[src/logic/pkt_defs_pkg.sv]
/*
  fixed 96-bit packet layout, three 32-bit words per packet
  f2 and f3 span word boundaries, their low pieces come first
  one layout only, all widths follow from it
*/
`default_nettype none

package pkt_defs_pkg;

   typedef logic [31:0] word_t;

   // field types
   typedef logic [7:0]  f0_t;
   typedef logic [15:0] f1_t;
   typedef logic [15:0] f2_t;
   typedef logic [31:0] f3_t;
   typedef logic [23:0] f4_t;

   localparam int WORDS_PER_PKT = 3;

   // piece positions inside each word
   localparam int F0_W0_MSB = 31;
   localparam int F0_W0_LSB = 24;
   localparam int F1_W0_MSB = 23;
   localparam int F1_W0_LSB = 8;
   localparam int F2_W0_MSB = 7;
   localparam int F2_W0_LSB = 0;
   localparam int F2_W1_MSB = 31;
   localparam int F2_W1_LSB = 24;
   localparam int F3_W1_MSB = 23;
   localparam int F3_W1_LSB = 0;
   localparam int F3_W2_MSB = 31;
   localparam int F3_W2_LSB = 24;
   localparam int F4_W2_MSB = 23;
   localparam int F4_W2_LSB = 0;

   // widths of the held low pieces
   localparam int F2_LO_W = F2_W0_MSB - F2_W0_LSB + 1;
   localparam int F3_LO_W = F3_W1_MSB - F3_W1_LSB + 1;

   // bit index of each field in the valid mask
   localparam int V_F0 = 0;
   localparam int V_F1 = 1;
   localparam int V_F2 = 2;
   localparam int V_F3 = 3;
   localparam int V_F4 = 4;

   typedef enum logic [$clog2(WORDS_PER_PKT)-1:0] {
      WORD0 = 0,
      WORD1 = 1,
      WORD2 = 2
   } unpack_state_t;

   typedef struct packed {
      f0_t        f0;
      f1_t        f1;
      f2_t        f2;
      f3_t        f3;
      f4_t        f4;
      logic [4:0] valid;
   } pkt_fields_t;

   typedef struct packed {
      f0_t f0;
      f1_t f1;
      f2_t f2;
      f3_t f3;
      f4_t f4;
   } pkt_record_t;

endpackage

`default_nettype wire

[src/logic/parser_regs_pkg.sv]
/*
  APB bus types and register map of the parser
  8-bit byte addresses, 32-bit data, no wait states
*/
`default_nettype none

package parser_regs_pkg;

   typedef logic [7:0]  apb_addr_t;
   typedef logic [31:0] apb_data_t;

   typedef struct packed {
      logic      psel;
      logic      penable;
      logic      pwrite;
      apb_addr_t paddr;
      apb_data_t pwdata;
   } apb_req_t;

   typedef struct packed {
      apb_data_t prdata;
      logic      pready;
      logic      pslverr;
   } apb_rsp_t;

   // register offsets
   localparam apb_addr_t CTRL       = 8'h00;
   localparam apb_addr_t MATCH      = 8'h04;
   localparam apb_addr_t ACCEPT_CNT = 8'h08;
   localparam apb_addr_t DROP_CNT   = 8'h0C;
   localparam apb_addr_t STATUS     = 8'h10;

   typedef logic [15:0] count_t;

   // value sits in bits 7:0, mask in bits 15:8
   typedef struct packed {
      pkt_defs_pkg::f0_t mask;
      pkt_defs_pkg::f0_t value;
   } match_cfg_t;

endpackage

`default_nettype wire

[src/logic/parser_apb_regs.sv]
/*
  APB slave, pready tied high, no wait states
  pslverr on unmapped offsets and on writes to read-only registers
  resync and count_clear pulse one cycle after the write edge
*/
`timescale 1ns/1ps
`default_nettype none

module parser_apb_regs
(
   input  logic                        clk,
   input  logic                        rst,
   input  parser_regs_pkg::apb_req_t   apb_req,
   input  pkt_defs_pkg::unpack_state_t phase,
   input  parser_regs_pkg::count_t     accept_cnt,
   input  parser_regs_pkg::count_t     drop_cnt,
   output parser_regs_pkg::apb_rsp_t   apb_rsp,
   output logic                        enable,
   output logic                        resync,
   output logic                        count_clear,
   output parser_regs_pkg::match_cfg_t match
);

   logic access;
   logic mapped;
   logic read_only;
   logic wr_ok;

   assign access = apb_req.psel && apb_req.penable;

   // address decode and read mux
   always_comb
   begin
      mapped         = 1'b1;
      read_only      = 1'b0;
      apb_rsp.prdata = '0;
      case (apb_req.paddr)
         parser_regs_pkg::CTRL:
            apb_rsp.prdata = {31'd0, enable};
         parser_regs_pkg::MATCH:
            apb_rsp.prdata = {16'd0, match};
         parser_regs_pkg::ACCEPT_CNT:
         begin
            read_only      = 1'b1;
            apb_rsp.prdata = {16'd0, accept_cnt};
         end
         parser_regs_pkg::DROP_CNT:
         begin
            read_only      = 1'b1;
            apb_rsp.prdata = {16'd0, drop_cnt};
         end
         parser_regs_pkg::STATUS:
         begin
            read_only      = 1'b1;
            // phase in the low two bits
            apb_rsp.prdata = {30'd0, phase};
         end
         default:
            mapped = 1'b0;
      endcase
   end

   assign apb_rsp.pready  = 1'b1;
   assign apb_rsp.pslverr = access && (!mapped || (apb_req.pwrite && read_only));
   // erroring writes change nothing
   assign wr_ok = access && apb_req.pwrite && mapped && !read_only;

   always_ff @(posedge clk)
   begin
      if (rst)
      begin
         enable      <= 1'b0;
         resync      <= 1'b0;
         count_clear <= 1'b0;
         match       <= '0;
      end
      else
      begin
         // command bits self clear
         resync      <= wr_ok && apb_req.paddr == parser_regs_pkg::CTRL &&
                        apb_req.pwdata[1];
         count_clear <= wr_ok && apb_req.paddr == parser_regs_pkg::CTRL &&
                        apb_req.pwdata[2];
         if (wr_ok && apb_req.paddr == parser_regs_pkg::CTRL)
            enable <= apb_req.pwdata[0];
         if (wr_ok && apb_req.paddr == parser_regs_pkg::MATCH)
            match <= apb_req.pwdata[15:0];
      end
   end

   // an APB access takes two cycles, so commands never repeat back to back
   a_resync_pulse: assert property (@(posedge clk) disable iff (rst)
      resync |=> !resync);
   a_clear_pulse: assert property (@(posedge clk) disable iff (rst)
      count_clear |=> !count_clear);

endmodule

`default_nettype wire

[src/logic/pkt_filter.sv]
/*
  record builder and f0 type filter, one cycle after word2
  mask 0 accepts everything, counters saturate
  count_clear wins over a count step in the same cycle
*/
`timescale 1ns/1ps
`default_nettype none

module pkt_filter
(
   input  logic                        clk,
   input  logic                        rst,
   input  pkt_defs_pkg::pkt_fields_t   fields,
   input  parser_regs_pkg::match_cfg_t match,
   input  logic                        count_clear,
   output pkt_defs_pkg::pkt_record_t   rec,
   output logic                        rec_valid,
   output parser_regs_pkg::count_t     accept_cnt,
   output parser_regs_pkg::count_t     drop_cnt
);

   // fields from earlier words of the packet
   pkt_defs_pkg::f0_t f0_q;
   pkt_defs_pkg::f1_t f1_q;
   pkt_defs_pkg::f2_t f2_q;
   logic              last;
   logic              hit;

   assign last = fields.valid[pkt_defs_pkg::V_F4];
   // equal in every masked bit
   assign hit  = ((f0_q ^ match.value) & match.mask) == '0;

   always_ff @(posedge clk)
   begin
      if (fields.valid[pkt_defs_pkg::V_F0])
         f0_q <= fields.f0;
      if (fields.valid[pkt_defs_pkg::V_F1])
         f1_q <= fields.f1;
      if (fields.valid[pkt_defs_pkg::V_F2])
         f2_q <= fields.f2;
      // f3 and f4 straight from the word2 cycle
      if (last && hit)
      begin
         rec.f0 <= f0_q;
         rec.f1 <= f1_q;
         rec.f2 <= f2_q;
         rec.f3 <= fields.f3;
         rec.f4 <= fields.f4;
      end
   end

   always_ff @(posedge clk)
   begin
      if (rst)
      begin
         rec_valid  <= 1'b0;
         accept_cnt <= '0;
         drop_cnt   <= '0;
      end
      else
      begin
         rec_valid <= last && hit;
         if (count_clear)
         begin
            accept_cnt <= '0;
            drop_cnt   <= '0;
         end
         else if (last && hit && accept_cnt != '1)
            accept_cnt <= accept_cnt + 1'b1;
         else if (last && !hit && drop_cnt != '1)
            drop_cnt <= drop_cnt + 1'b1;
      end
   end

   // a record only follows the last word of a packet
   a_rec_after_last: assert property (@(posedge clk) disable iff (rst)
      rec_valid |-> $past(last));

endmodule

`default_nettype wire

[src/logic/pkt_parser_top.sv]
/*
  packet parser top, unpacker then filter, APB control
  valid-only input stream, every word with din_v is taken when enabled
*/
`timescale 1ns/1ps
`default_nettype none

module pkt_parser_top
(
   input  logic                      clk,
   input  logic                      rst,
   input  pkt_defs_pkg::word_t       din,
   input  logic                      din_v,
   input  parser_regs_pkg::apb_req_t apb_req,
   output parser_regs_pkg::apb_rsp_t apb_rsp,
   output pkt_defs_pkg::pkt_record_t rec,
   output logic                      rec_valid
);

   pkt_defs_pkg::pkt_fields_t   fields;
   pkt_defs_pkg::unpack_state_t phase;
   parser_regs_pkg::match_cfg_t match;
   parser_regs_pkg::count_t     accept_cnt;
   parser_regs_pkg::count_t     drop_cnt;
   logic                        enable;
   logic                        resync;
   logic                        count_clear;

   // word stream to fields
   pkt_unpack i_pkt_unpack (
      .clk    (clk),
      .rst    (rst),
      .din    (din),
      .din_v  (din_v),
      .enable (enable),
      .resync (resync),
      .fields (fields),
      .phase  (phase)
   );

   // fields to filtered records
   pkt_filter i_pkt_filter (
      .clk         (clk),
      .rst         (rst),
      .fields      (fields),
      .match       (match),
      .count_clear (count_clear),
      .rec         (rec),
      .rec_valid   (rec_valid),
      .accept_cnt  (accept_cnt),
      .drop_cnt    (drop_cnt)
   );

   parser_apb_regs i_parser_apb_regs (
      .clk         (clk),
      .rst         (rst),
      .apb_req     (apb_req),
      .phase       (phase),
      .accept_cnt  (accept_cnt),
      .drop_cnt    (drop_cnt),
      .apb_rsp     (apb_rsp),
      .enable      (enable),
      .resync      (resync),
      .count_clear (count_clear),
      .match       (match)
   );

endmodule

`default_nettype wire

[src/logic/pkt_unpack.sv]
/*
  word unpacker, fields are combinational from the accepted word
  words are taken only while enable is high, no back-pressure
  resync in the same cycle as a word makes that word word0
*/
`timescale 1ns/1ps
`default_nettype none

module pkt_unpack
(
   input  logic                        clk,
   input  logic                        rst,
   input  pkt_defs_pkg::word_t         din,
   input  logic                        din_v,
   input  logic                        enable,
   input  logic                        resync,
   output pkt_defs_pkg::pkt_fields_t   fields,
   output pkt_defs_pkg::unpack_state_t phase
);

   pkt_defs_pkg::unpack_state_t state;
   pkt_defs_pkg::unpack_state_t eff_state;
   pkt_defs_pkg::unpack_state_t next_state;
   logic                        accept;

   // held low pieces of the spanning fields
   logic [pkt_defs_pkg::F2_LO_W-1:0] f2_lo;
   logic [pkt_defs_pkg::F3_LO_W-1:0] f3_lo;

   assign accept    = din_v && enable;
   // resync acts at once on the decode
   assign eff_state = resync ? pkt_defs_pkg::WORD0 : state;
   assign phase     = state;

   always_comb
   begin
      next_state   = eff_state;
      // data follows din, valid bits qualify it
      fields.f0    = din[pkt_defs_pkg::F0_W0_MSB:pkt_defs_pkg::F0_W0_LSB];
      fields.f1    = din[pkt_defs_pkg::F1_W0_MSB:pkt_defs_pkg::F1_W0_LSB];
      fields.f2    = {din[pkt_defs_pkg::F2_W1_MSB:pkt_defs_pkg::F2_W1_LSB], f2_lo};
      fields.f3    = {din[pkt_defs_pkg::F3_W2_MSB:pkt_defs_pkg::F3_W2_LSB], f3_lo};
      fields.f4    = din[pkt_defs_pkg::F4_W2_MSB:pkt_defs_pkg::F4_W2_LSB];
      fields.valid = '0;
      case (eff_state)
         pkt_defs_pkg::WORD0:
         begin
            // f0 and f1 live wholly in word0
            if (accept)
            begin
               fields.valid[pkt_defs_pkg::V_F0] = 1'b1;
               fields.valid[pkt_defs_pkg::V_F1] = 1'b1;
               next_state = pkt_defs_pkg::WORD1;
            end
         end
         pkt_defs_pkg::WORD1:
         begin
            // f2 completes here
            if (accept)
            begin
               fields.valid[pkt_defs_pkg::V_F2] = 1'b1;
               next_state = pkt_defs_pkg::WORD2;
            end
         end
         pkt_defs_pkg::WORD2:
         begin
            // f3 completes, f4 whole
            if (accept)
            begin
               fields.valid[pkt_defs_pkg::V_F3] = 1'b1;
               fields.valid[pkt_defs_pkg::V_F4] = 1'b1;
               next_state = pkt_defs_pkg::WORD0;
            end
         end
         default:
         begin
            next_state = pkt_defs_pkg::WORD0;
         end
      endcase
   end

   always_ff @(posedge clk)
   begin
      if (rst)
         state <= pkt_defs_pkg::WORD0;
      else
         state <= next_state;
   end

   // low pieces, a new word overrides the resync clear
   always_ff @(posedge clk)
   begin
      if (resync)
      begin
         f2_lo <= '0;
         f3_lo <= '0;
      end
      if (accept && eff_state == pkt_defs_pkg::WORD0)
         f2_lo <= din[pkt_defs_pkg::F2_W0_MSB:pkt_defs_pkg::F2_W0_LSB];
      if (accept && eff_state == pkt_defs_pkg::WORD1)
         f3_lo <= din[pkt_defs_pkg::F3_W1_MSB:pkt_defs_pkg::F3_W1_LSB];
   end

   // field valids only ever come from a taken word
   a_valid_needs_word: assert property (@(posedge clk) disable iff (rst)
      (|fields.valid) |-> (din_v && enable));

endmodule

`default_nettype wire

[config.mk]
export PLATFORM = sky130hd
export DESIGN_NAME = pkt_parser_top
export DESIGN_NICKNAME = d
export VERILOG_FILES = /design/src/logic/pkt_defs_pkg.sv /design/src/logic/parser_regs_pkg.sv /design/src/logic/parser_apb_regs.sv /design/src/logic/pkt_filter.sv /design/src/logic/pkt_parser_top.sv /design/src/logic/pkt_unpack.sv
export SDC_FILE = /design/constraint.sdc
export NUM_CORES = 1
export LEC_CHECK = 0
export BUFFER_PORTS_ARGS = -buffer_cell sky130_fd_sc_hd__buf_2
export CORE_MARGIN = 5
export CORE_UTILIZATION = 45
export CTS_CLUSTER_DIAMETER = 40
export CTS_CLUSTER_SIZE = 12
export DETAILED_ROUTE_END_ITERATION = 7
export PLACE_DENSITY = 0.71
export SLEW_MARGIN = 30
export SYNTH_ARGS = -nofsm -noshare
export SYNTH_HDL_FRONTEND = slang
export SYNTH_SLANG_ARGS = --single-unit
[constraint.sdc]
create_clock -name clk -period 5.3 [get_ports clk]
set_input_delay 0.53 -clock clk [delete_from_list [all_inputs] [get_ports clk]]
set_output_delay 0.53 -clock clk [all_outputs]
set_load 0.03 [all_outputs]
==> Yosys cells after proc, flatten, opt, wreduce, memory -nomap -nowiden <==
Cells that the tools add are included.
{ "classes": {"n_eq_ne": 8, "n_addsub": 2, "n_mux": 17, "bitwise_logic": 3, "n_reduce_logical": 30} }
{ "ops": {"columns": ["cell", "count"], "rows": [
  ["$pmux 16 s5", 1],
  ["$mux 24", 2],
  ["$add 16x1->16 const B", 2],
  ["$ne 16x16->1 const B", 2],
  ["$logic_and 1x1->1", 17],
  ["$eq 8x4->1 const B", 2],
  ["$logic_not 8->1", 2],
  ["$mux 8", 2],
  ["$mux 2", 7],
  ["$and 8x8->8", 1],
  ["$eq 8x3->1 const B", 1],
  ["$eq 8x5->1 const B", 1],
  ["$xor 8x8->8", 1],
  ["$pmux 2 s3", 1],
  ["$reduce_or 5->1", 1],
  ["$mux 1", 4],
  ["$reduce_bool 2->1", 2],
  ["$logic_not 1->1", 3],
  ["$reduce_or 3->1", 1],
  ["$eq 2x1->1 const B", 1],
  ["$eq 2x2->1 const B", 1],
  ["$logic_not 2->1", 1],
  ["$reduce_and 2->1", 1],
  ["$reduce_or 2->1", 1],
  ["2 further kinds", 2]
]} }
{ "totals": {"word_cells": 79, "out_inout_bits": 131, "input_bits": 78, "ff_bits": 222} }

==> Depth between registers and ports, before layout <==
Gate-level depths: netlist of the first run.
{ "depth": {"depth_word": 7, "depth_mapped": 7, "depth_no_buf": 6} }

==> Hierarchy <==
Synthesis of the first run repeated with hierarchy kept, for this count alone.
{ "unflattened": {"hier_cells": 685, "area_unflattened_um2": 9081.2} }
{ "modules_own_cells": {"columns": ["module", "area_per_inst_um2", "instances", "cells_each"], "rows": [
  ["pkt_filter", 5924.4, 1, 369],
  ["pkt_unpack", 1811.7, 1, 149],
  ["parser_apb_regs", 1345.0, 1, 167]
]} }

==> Worst setup path before layout of the first run <==
OpenSTA, ideal clock, no wires.
{ "synth_timing": {"kind": "flip-flop to flip-flop", "from": "register i_pkt_filter.f0_q[2]", "to": "register i_pkt_filter.rec[0] (netlist name)", "required_ps": 4748, "path_slack_ps": -528, "stages_incl_launch_ff": 7, "arrival_ps": 5276, "n_path_buf": 2, "cell_sequence": "edfxtp_1 xor2_1 a22oi_1 nand4_1 clkbuf_1 clkbuf_1 nor2_1"} }
{ "synth_via": {"elab_chain_cells": 4} }
{ "synth_lines": {"columns": ["element", "line", "rtl"], "rows": [
  ["from (decl)", "pkt_filter.sv:23", "pkt_defs_pkg::f0_t f0_q;"],
  ["from (signal assigned)", "pkt_filter.sv:36", "f0_q <= fields.f0;"],
  ["$xor 8x8->8", "pkt_filter.sv:31", "assign hit = ((f0_q ^ match.value) & match.mask) == '0;"],
  ["$and 8x8->8", "pkt_filter.sv:31", null],
  ["$logic_not 8->1", "pkt_filter.sv:31", null],
  ["$logic_and 1x1->1", "pkt_filter.sv:42", "if (last && hit)"]
]} }
Every way passes these cells.
A chain may end at the register's enable or synchronous reset.

==> results.json, run 1 <==
{
  "status": "complete, no violations",
  "grt_pass1_vias": 5303,
  "synth_cell_type_count": 55,
  "synth-async-reset-ratio_pct": 0,
  "first_pass_iters": 5,
  "finalWeightedCongestion": 0.9561,
  "overflow": 0,
  "vias": 5558,
  "mostFrequentLayoutCell": "buf_2",
  "cts_buffer_depth": 3,
  "crit_top_cell": "buf_2",
  "slew_headroom_pct": 46.45,
  "fin_skew_ps": 14.88,
  "wire_per_inst_um": 17.44,
  "cts_setup_buffers": 0,
  "drtIter0Drc": 385,
  "min_period_ps": 2654,
  "synth_flop_cell": "edfxtp_1",
  "worstSetupStartpointType": "primary input",
  "syn_to_final_growth_pct": 22.79,
  "critPathRequiredTime_ps": 4770,
  "r2r-start": "i_pkt_filter.f0_q[2]",
  "clock_latency_ps": 540,
  "period_share_pct": 50.07,
  "avgSynthCellArea_um2": 13.81,
  "clk_pin_slew_ps": 60,
  "hold_class": "in -> reg",
  "max_freq_mhz": 376.8,
  "max_slew.worst_pin.slew_ps": 800.9,
  "drv_slew": 0,
  "r2r_end": "i_pkt_filter.rec[37]",
  "vdd_drop_max_mv": 0.2677,
  "grt_util_all_layers_pct": 16.36,
  "cap_violations": 0,
  "numPlacedInstances": 1001,
  "rsz0062_at_grt": "false",
  "cts_buffers": 28,
  "cts_max_level": 1,
  "grt_max_degree": 55,
  "cp-end-kind": "output port",
  "coreArea_um2": 18710,
  "crit_type": "in -> out",
  "synth_warnings": 0,
  "leakagePower_nw": 4.112,
  "min_to": "i_pkt_filter.rec[13]",
  "initial_core_util_pct": 45.79,
  "grt_pass1_wl_mm": 28.72,
  "hold_violations": 0,
  "powerDensity_nw_per_um2": 349.1,
  "crit_buf_inv": 2,
  "cts_root_buffer": "clkbuf_16",
  "synth_cells": 620,
  "cts_tree": "yes",
  "num_io_pins": 209,
  "cp_slowest_cell": "or4_4",
  "cts_hold_buf": 0,
  "wirelength_mm": 18.28,
  "cp_slowest_stage_delay_ps": 530,
  "power_w": 0.003671,
  "final_layout_size_suffix_gt1_share_pct": 31.08,
  "final_cell_count_no_fill": 1048,
  "path_max_fanout": 15,
  "final_cell_mix": "buf_2, edfxtp_1, nand2_1, dfxtp_1",
  "dp_hpwl_mm": 12.33,
  "path_cells": "buf_2 > or4_4 > or3_1 > o21ai_0 > buf_2",
  "die_h_um": 148.0,
  "cts.sinks": 222,
  "antenna_found_initial": 0,
  "utilization_pct": 56.22,
  "ant_nets": 0,
  "reg2reg_depth": 6,
  "setup_viol": 0,
  "hold_depth": 1,
  "n_antenna_cell": 0,
  "rows": 50,
  "detail_route.vias_per_cell": 5.303,
  "synth_area_um2": 8564,
  "tns_ps": 0,
  "nets": 878,
  "cts_resized": 0,
  "yosysSeqAreaShare_pct": 71.53,
  "synth_edf_count": 168,
  "die-area_um2": 21890,
  "portBuffers": 175,
  "drc_errors": 0,
  "ys_seq_elements": 222,
  "rrSetupSlack_ps": 3000,
  "die_w_um": 148.0,
  "cp.arrival_ps": 2120,
  "hp-start": "din[13]",
  "cp_top_family": "simple AND/OR/NAND/NOR gates"
}
[synthesized netlist by cell type, drive strengths merged, types with 12 or more instances]
master | instances | area share, %
or4 | 15 | 1.4
o21ai | 13 | 0.76
nand4 | 12 | 0.88
or3 | 14 | 1.0
nor2 | 30 | 1.3
a21oi | 38 | 2.2
nand2 | 54 | 2.4
clkbuf | 26 | 1.2
buf | 21 | 1.8
dfxtp | 54 | 13
and2 | 39 | 2.8
edfxtp | 168 | 59
mux2 | 15 | 2.0
a22oi | 19 | 1.7
[worst max-delay path by stage]
stage / endpoint / depth (start not counted) / start
after floorplan: i_pkt_filter.rec[0] / 6 / i_pkt_filter.f0_q[2]
after global placement: apb_rsp[3] / 5 / apb_req[35]
after detailed placement: apb_rsp[3] / 5 / apb_req[35]
after CTS: apb_rsp[3] / 5 / apb_req[35]
after global routing: apb_rsp[3] / 5 / apb_req[35]
final: apb_rsp[3] / 5 / apb_req[37]
[state kept, by name (all words and copies together) (netlist names)]
register,flops
i_parser_apb_regs.resync,1
i_parser_apb_regs.match,16
i_pkt_filter.drop_cnt,16
i_pkt_filter.f0_q,8
i_pkt_unpack.f2_lo,8
i_pkt_unpack.phase,2
i_parser_apb_regs.count_clear,1
i_pkt_filter.accept_cnt,16
i_pkt_filter.rec_valid,1
i_pkt_unpack.f3_lo,24
i_pkt_filter.rec,96
i_pkt_filter.f1_q,16
i_pkt_filter.f2_q,16
i_parser_apb_regs.enable,1
[cells by family (layout without fill, tap and decap cells)]
| kind of cell | Yosys count | in the layout | share of synthesized area (%) |
|---|---|---|---|
| AOI/OAI and AO/OA | 102 | 102 | 7.641 |
| xor gates and xnor gates | 8 | 8 | 0.8181 |
| adders and majority gates | 2 | 2 | 0.2921 |
| buffers and inverters | 51 | 230 | 3.082 |
| DFF | 222 | 222 | 71.53 |
| muxes | 22 | 22 | 2.936 |
| other | 2 | 17 | 0.08769 |
| and+or+nand+nor | 211 | 211 | 13.62 |
[where the power goes]
part | internal, W | switching [W] | total, W | leakage, nW
logic | 0.0000217 | 0.0000494 | 0.0000711 | 1.56
registers | 0.00185 | 0.0000000649 | 0.00185 | 2.13
clock network | 0.00103 | 0.000716 | 0.00175 | 0.423
total | 0.00291 | 0.000765 | 0.00367 | 4.11
[layer usage]
| layer | wire (um) | track usage (%) | share of wire (%) |
|---|---|---|---|
| met1 | 7819 | 22.62 | 43 |
| met4 | 478 | 4.665 | 2.6 |
| met5 | 0 | 0 | 0 |
| met3 | 1462 | 3.556 | 8.0 |
| met2 | 8522 | 26.34 | 47 |
[cell type report]
type | instances | area [um^2]
clock buffer | 32 | 715.7
inverter | 4 | 15.01
tap | 234 | 292.8
sequential | 222 | 6126
fill | 1513 | 8189
multi-input combinational | 362 | 2260
timing repair buffer | 180 | 953.4
clock inverter | 14 | 153.9
[through the flow]
step                worst slack, ps  cell area, um^2  hold WS, ps
finish                         2646            10520        191.6
global route                   2492            10520        166.2
CTS                            2385            10480        162.5
detailed placement             2399             9613        404.5
global placement               2438             9585        400.2
floorplan                      1089             8623        400.3
Power figures use the tool's default switching activity.
==> inputs of run 2 (changes only) <==
Clock period 5.3 ns to 2.4 ns, I/O delays scaled along.
==> results.json, run 2 (synthesized netlist as in run 1, its figures left out) <==
{
  "status": "complete, no violations",
  "leakagePower_nw": 4.444,
  "finalWeightedCongestion": 0.8539,
  "cap_violations": 0,
  "cts_root_buffer": "clkbuf_16",
  "wirelength_mm": 19.62,
  "path_cells": "xor2_1 > a22oi_1 > nand4_1 > buf_4 > or4_1 > a21oi_1",
  "hold_class": "in -> reg",
  "setup_viol": 0,
  "crit_type": "reg -> reg",
  "regMostFlops": "i_pkt_filter.rec",
  "slew_headroom_pct": 61.57,
  "p_seq_share_pct": 47.5,
  "cts_buffer_depth": 3,
  "netSwitchingFraction_pct": 20.19,
  "cp-end-kind": "register",
  "grt_max_degree": 43,
  "p_sw_w": 0.001740,
  "seqCellArea_um2": 6126,
  "cp_slowest_stage_delay_ps": 530,
  "period_share_pct": 87.14,
  "initial_core_util_pct": 45.79,
  "mostFrequentLayoutCell": "buf_2",
  "fin_skew_ps": 14.68,
  "cp.arrival_ps": 2530,
  "wire_per_inst_um": 17.59,
  "die_h_um": 148.0,
  "grt_util_all_layers_pct": 17.50,
  "rrSetupSlack_ps": 310,
  "max_slew.worst_pin.slew_ps": 570.4,
  "rsz0062_at_grt": "false",
  "die_w_um": 148.0,
  "coreArea_um2": 18710,
  "r2r_end": "i_pkt_filter.accept_cnt[9]",
  "worstSetupStartpointType": "register",
  "syn_to_final_growth_pct": 30.90,
  "antenna_found_initial": 0,
  "critPathRequiredTime_ps": 2840,
  "r2r-start": "i_pkt_filter.f0_q[2]",
  "drc_errors": 0,
  "fillerInstances": 1440,
  "top_regs": "i_pkt_filter.rec x96, i_pkt_unpack.f3_lo x24",
  "clock_latency_ps": 530,
  "clk_pin_slew_ps": 50,
  "final_layout_size_suffix_gt1_share_pct": 30.76,
  "max_freq_mhz": 478.1,
  "ant_nets": 0,
  "multiInputGateArea_um2": 2253,
  "min_to": "i_parser_apb_regs.enable",
  "rows": 50,
  "combPwrFrac_pct": 2.6,
  "hold_depth": 4,
  "power_w": 0.008617,
  "tns_ps": 0,
  "power_frac_clock_pct": 49.9,
  "final_cell_mix": "buf_2, edfxtp_1, nand2_1, dfxtp_1, dlygate4sd3_1",
  "drv_slew": 0,
  "cts.sinks": 222,
  "min_period_ps": 2091,
  "power.internal_w": 0.006878,
  "whs_ps": 170.0,
  "portBuffers": 175,
  "first_pass_iters": 4,
  "num_io_pins": 209,
  "drtIter0Drc": 280,
  "detail_route.vias_per_cell": 5.292,
  "grt_pass1_vias": 5769,
  "grt_pass1_wl_mm": 30.93,
  "nets": 942,
  "cp_slowest_cell": "or4_1",
  "cts_resized": 0,
  "vdd_drop_max_mv": 0.3808,
  "hold_violations": 0,
  "overflow": 0,
  "n_antenna_cell": 0,
  "crit_start": "i_pkt_filter.f0_q[2]",
  "largest_reg_flops": 96,
  "die-area_um2": 21890,
  "hp-start": "apb_req[40]",
  "path_max_fanout": 27,
  "crit_buf_inv": 1,
  "cp_top_family": "simple AND/OR/NAND/NOR gates",
  "powerDensity_nw_per_um2": 768.7,
  "reg2reg_depth": 6,
  "vias": 5901,
  "dp_hpwl_mm": 12.87,
  "cts_tree": "yes",
  "cts_max_level": 1,
  "cts_buffers": 30
}
==> run 2: cell count changes in the layout (fill, tap and decap cells not counted), sizes merged <==
cell and change:
bufinv +2, dlygate4sd3 +48, clkinvlp +1, buf +14, clkbuf -1, inv +1
clkinv +2
==> run 2: worst max-delay path by stage <==
stage / slack [ps] / cells past startpoint / endpoint
2_1_floorplan: -640 / 6 / i_pkt_filter.rec[0]
3_3_place_gp: 340 / 5 / apb_rsp[3]
3_5_place_dp: 310 / 5 / apb_rsp[3]
4_1_cts: 300 / 5 / apb_rsp[3]
5_1_grt: 190 / 5 / apb_rsp[3]
6_report: 310 / 6 / i_pkt_filter.accept_cnt[9]
==> run 2: repair_timing <==
action,in CTS,in global routing
endpoints found under the setup margin,0,0
endpoints found under the hold margin,83,0
hold buffers,48,0
buffers inserted,0,0
==> run 2: area by class of cell <==
class | instances | share of cell area, %
Inverter | 4 | 0.1339
Timing Repair Buffer | 242 | 13.71
Multi-Input combinational cell | 362 | 20.10
Clock buffer | 31 | 6.920
Tap cell | 234 | 2.612
Sequential cell | 222 | 54.64
Clock inverter | 20 | 1.886
==> run 2: power by group through the flow <==
stage,Combinational (W),Sequential (W),Clock (W)
2_1_floorplan,0.0000999,0.00418,0
3_3_place_gp,0.000158,0.00417,0
3_5_place_dp,0.000159,0.00417,0
4_1_cts,0.000222,0.00409,0.00438
5_1_grt,0.000245,0.00409,0.00457
6_report,0.000226,0.00409,0.00430
==> run 2: stage by stage <==
| step | cell area, um^2 | cells | util [%] | setup WS, ps |
|---|---|---|---|---|
| after floorplan | 8648 | 635 | - | -635.4 |
| after global placement | 9743 | 1016 | 52.09 | 337.0 |
| after detailed placement | 9743 | 1016 | 52.09 | 308.5 |
| after CTS | 11210 | 1115 | 59.93 | 302.9 |
| after global routing | 11210 | 1115 | 59.93 | 191.7 |
| final | 11210 | 1115 | 59.93 | 308.6 |
==> run 2: tightest hold or removal path, cell delays in order <==
cell,delay (ps)
buf_2,120
nand4_1,120
mux2i_1,90
nor2_1,90
==> run 2: per-layer routing <==
| metal | global-route usage (%) | vias up | share of wire (%) |
|---|---|---|---|
| met2 | 28.29 | 229 | 47 |
| met4 | 5.035 | 0 | 1.8 |
| li1 | - | 2795 | - |
| met5 | 0 | - | 0 |
| met1 | 24.20 | 2852 | 44 |
| met3 | 3.617 | 25 | 7.3 |
==> inputs of run 3 (changes only) <==
==> constraint.sdc (replaced) <==
create_clock -name clk -period 2.4 [get_ports clk]
set_input_delay 0 -clock clk [delete_from_list [all_inputs] [get_ports clk]]
set_output_delay 0 -clock clk [all_outputs]
set_load 0.03 [all_outputs]
==> results.json, run 3 (synthesized netlist as in run 1, its figures left out) <==
{
  "dp_hpwl_mm": 12.48,
  "vdd_drop_max_mv": 0.4785,
  "wire_per_inst_um": 17.63,
  "clock_latency_ps": 510,
  "crit_buf_inv": 1,
  "cts_buffers": 27,
  "fillerInstances": 1412,
  "final_cell_mix": "buf_2, edfxtp_1, dlygate4sd3_1",
  "cts_root_buffer": "clkbuf_16",
  "hold_depth": 4,
  "netSwitchingFraction_pct": 19.85,
  "cts_max_level": 1,
  "finalWeightedCongestion": 0.8636,
  "power_frac_clock_pct": 46.8,
  "num_io_pins": 209,
  "cp.arrival_ps": 2500,
  "die-area_um2": 21890,
  "max_freq_mhz": 481.7,
  "r2r-start": "i_pkt_filter.f0_q[6]",
  "max_slew.worst_pin.slew_ps": 550.8,
  "hold_class": "in -> reg",
  "cts.sinks": 222,
  "powerDensity_nw_per_um2": 728.4,
  "cp_slowest_cell": "or4_1",
  "crit_start": "i_pkt_filter.f0_q[6]",
  "hold_violations": 0,
  "worstSetupStartpointType": "register",
  "drc_errors": 0,
  "overflow": 0,
  "min_period_ps": 2076,
  "clk_pin_slew_ps": 50,
  "critPathRequiredTime_ps": 2820,
  "rows": 50,
  "cts_resized": 0,
  "grt_pass1_wl_mm": 30.81,
  "drtIter0Drc": 419,
  "n_antenna_cell": 0,
  "die_w_um": 148.0,
  "antenna_found_initial": 0,
  "slew_headroom_pct": 63.28,
  "cts_buffer_depth": 3,
  "portBuffers": 175,
  "combPwrFrac_pct": 2.8,
  "hp-start": "din_v",
  "syn_to_final_growth_pct": 30.27,
  "vias": 5880,
  "final_cell_count_no_fill": 1118,
  "cap_violations": 0,
  "cts_tree": "yes",
  "numPlacedInstances": 1011,
  "multiInputGateArea_um2": 2253,
  "p_seq_share_pct": 50.4,
  "cts_setup_buffers": 0,
  "regMostFlops": "i_pkt_filter.rec",
  "mostFrequentLayoutCell": "buf_2",
  "fin_skew_ps": 11.39,
  "final_layout_size_suffix_gt1_share_pct": 29.19,
  "leakagePower_nw": 4.421,
  "p_sw_w": 0.001613,
  "crit_type": "reg -> reg",
  "first_pass_iters": 5,
  "largest_reg_flops": 96,
  "nets": 948,
  "period_share_pct": 86.51,
  "rsz0062_at_grt": "false",
  "path_max_fanout": 29,
  "wirelength_mm": 19.71,
  "cp_top_family": "simple AND/OR/NAND/NOR gates",
  "path_depth": 6,
  "power.internal_w": 0.006513,
  "reg2reg_depth": 6,
  "initial_core_util_pct": 45.79,
  "path_cells": "xor2_1 > a22oi_1 > nand4_1 > buf_4 > or4_1 > a21oi_1",
  "coreArea_um2": 18710,
  "die_h_um": 148.0,
  "grt_util_all_layers_pct": 17.52,
  "cp-end-kind": "register",
  "grt_max_degree": 52,
  "tns_ps": 0,
  "seqCellArea_um2": 6126,
  "status": "complete, no violations",
  "cts_hold_buf": 62,
  "cp_slowest_stage_delay_ps": 520,
  "ant_nets": 0,
  "detail_route.vias_per_cell": 5.259,
  "grt_pass1_vias": 5645,
  "setup_viol": 0,
  "top_regs": "i_pkt_filter.rec x96, i_pkt_unpack.f3_lo x24",
  "drv_slew": 0
}
-- run 3: final cells by class --
cell class,count,area share (%)
tap,234,2.624
timing repair buffer,251,14.58
multi-input combinational,362,20.20
inverter,4,0.1346
clock buffer,34,6.381
clock inverter,11,1.178
sequential,222,54.91
-- run 3: power by group through the flow --
stage / clock network (W) / registers, W / logic (W)
CTS: 0.00388 / 0.00409 / 0.000222
finish: 0.00381 / 0.00409 / 0.000226
global route: 0.00406 / 0.00409 / 0.000245
floorplan: 0 / 0.00418 / 0.0000999
detailed placement: 0 / 0.00417 / 0.000159
global placement: 0 / 0.00417 / 0.000157
-- run 3: worst register-to-register path: cells and delay by family, from the launching register on --
family,cells,cell delay (ps)
xor gates and xnor gates,1,160
DFF,1,420
AOI/OAI and AO/OA,2,350
and+or+nand+nor,2,760
buffers and inverters,1,290
-- run 3: routing by layer --
layer | global-route usage [%] | wire [um] | up-vias
li1 | - | - | 2811
met1 | 24.17 | 8343 | 2759
met3 | 4.139 | 1798 | 29
met4 | 4.388 | 335 | 0
met2 | 28.31 | 9233 | 281
met5 | 0 | 0 | -
-- run 3: through the flow --
step | hold slack (ps) | total power, W | setup WS (ps) | instance area (um^2) | utilization [%]
4_1_cts | 29.42 | 0.008193 | 322.2 | 11160 | 59.65
6_report | 41.56 | 0.008126 | 323.8 | 11160 | 59.65
5_1_grt | 68.56 | 0.008400 | 135.6 | 11160 | 59.65
3_5_place_dp | 201.8 | 0.004333 | 350.0 | 9693 | 51.82
3_3_place_gp | 203.7 | 0.004331 | 338.6 | 9693 | 51.82
2_1_floorplan | 98.87 | 0.004275 | -635.4 | 8648 | -
-- run 3: final timing paths --
kind	endpoint	slack [ps]
setup / recovery	i_pkt_filter.accept_cnt[9]	320
hold / removal	i_pkt_unpack.phase[0]	40
setup reg to reg	i_pkt_filter.accept_cnt[9]	320
hold reg to reg	i_pkt_filter.rec[41]	410
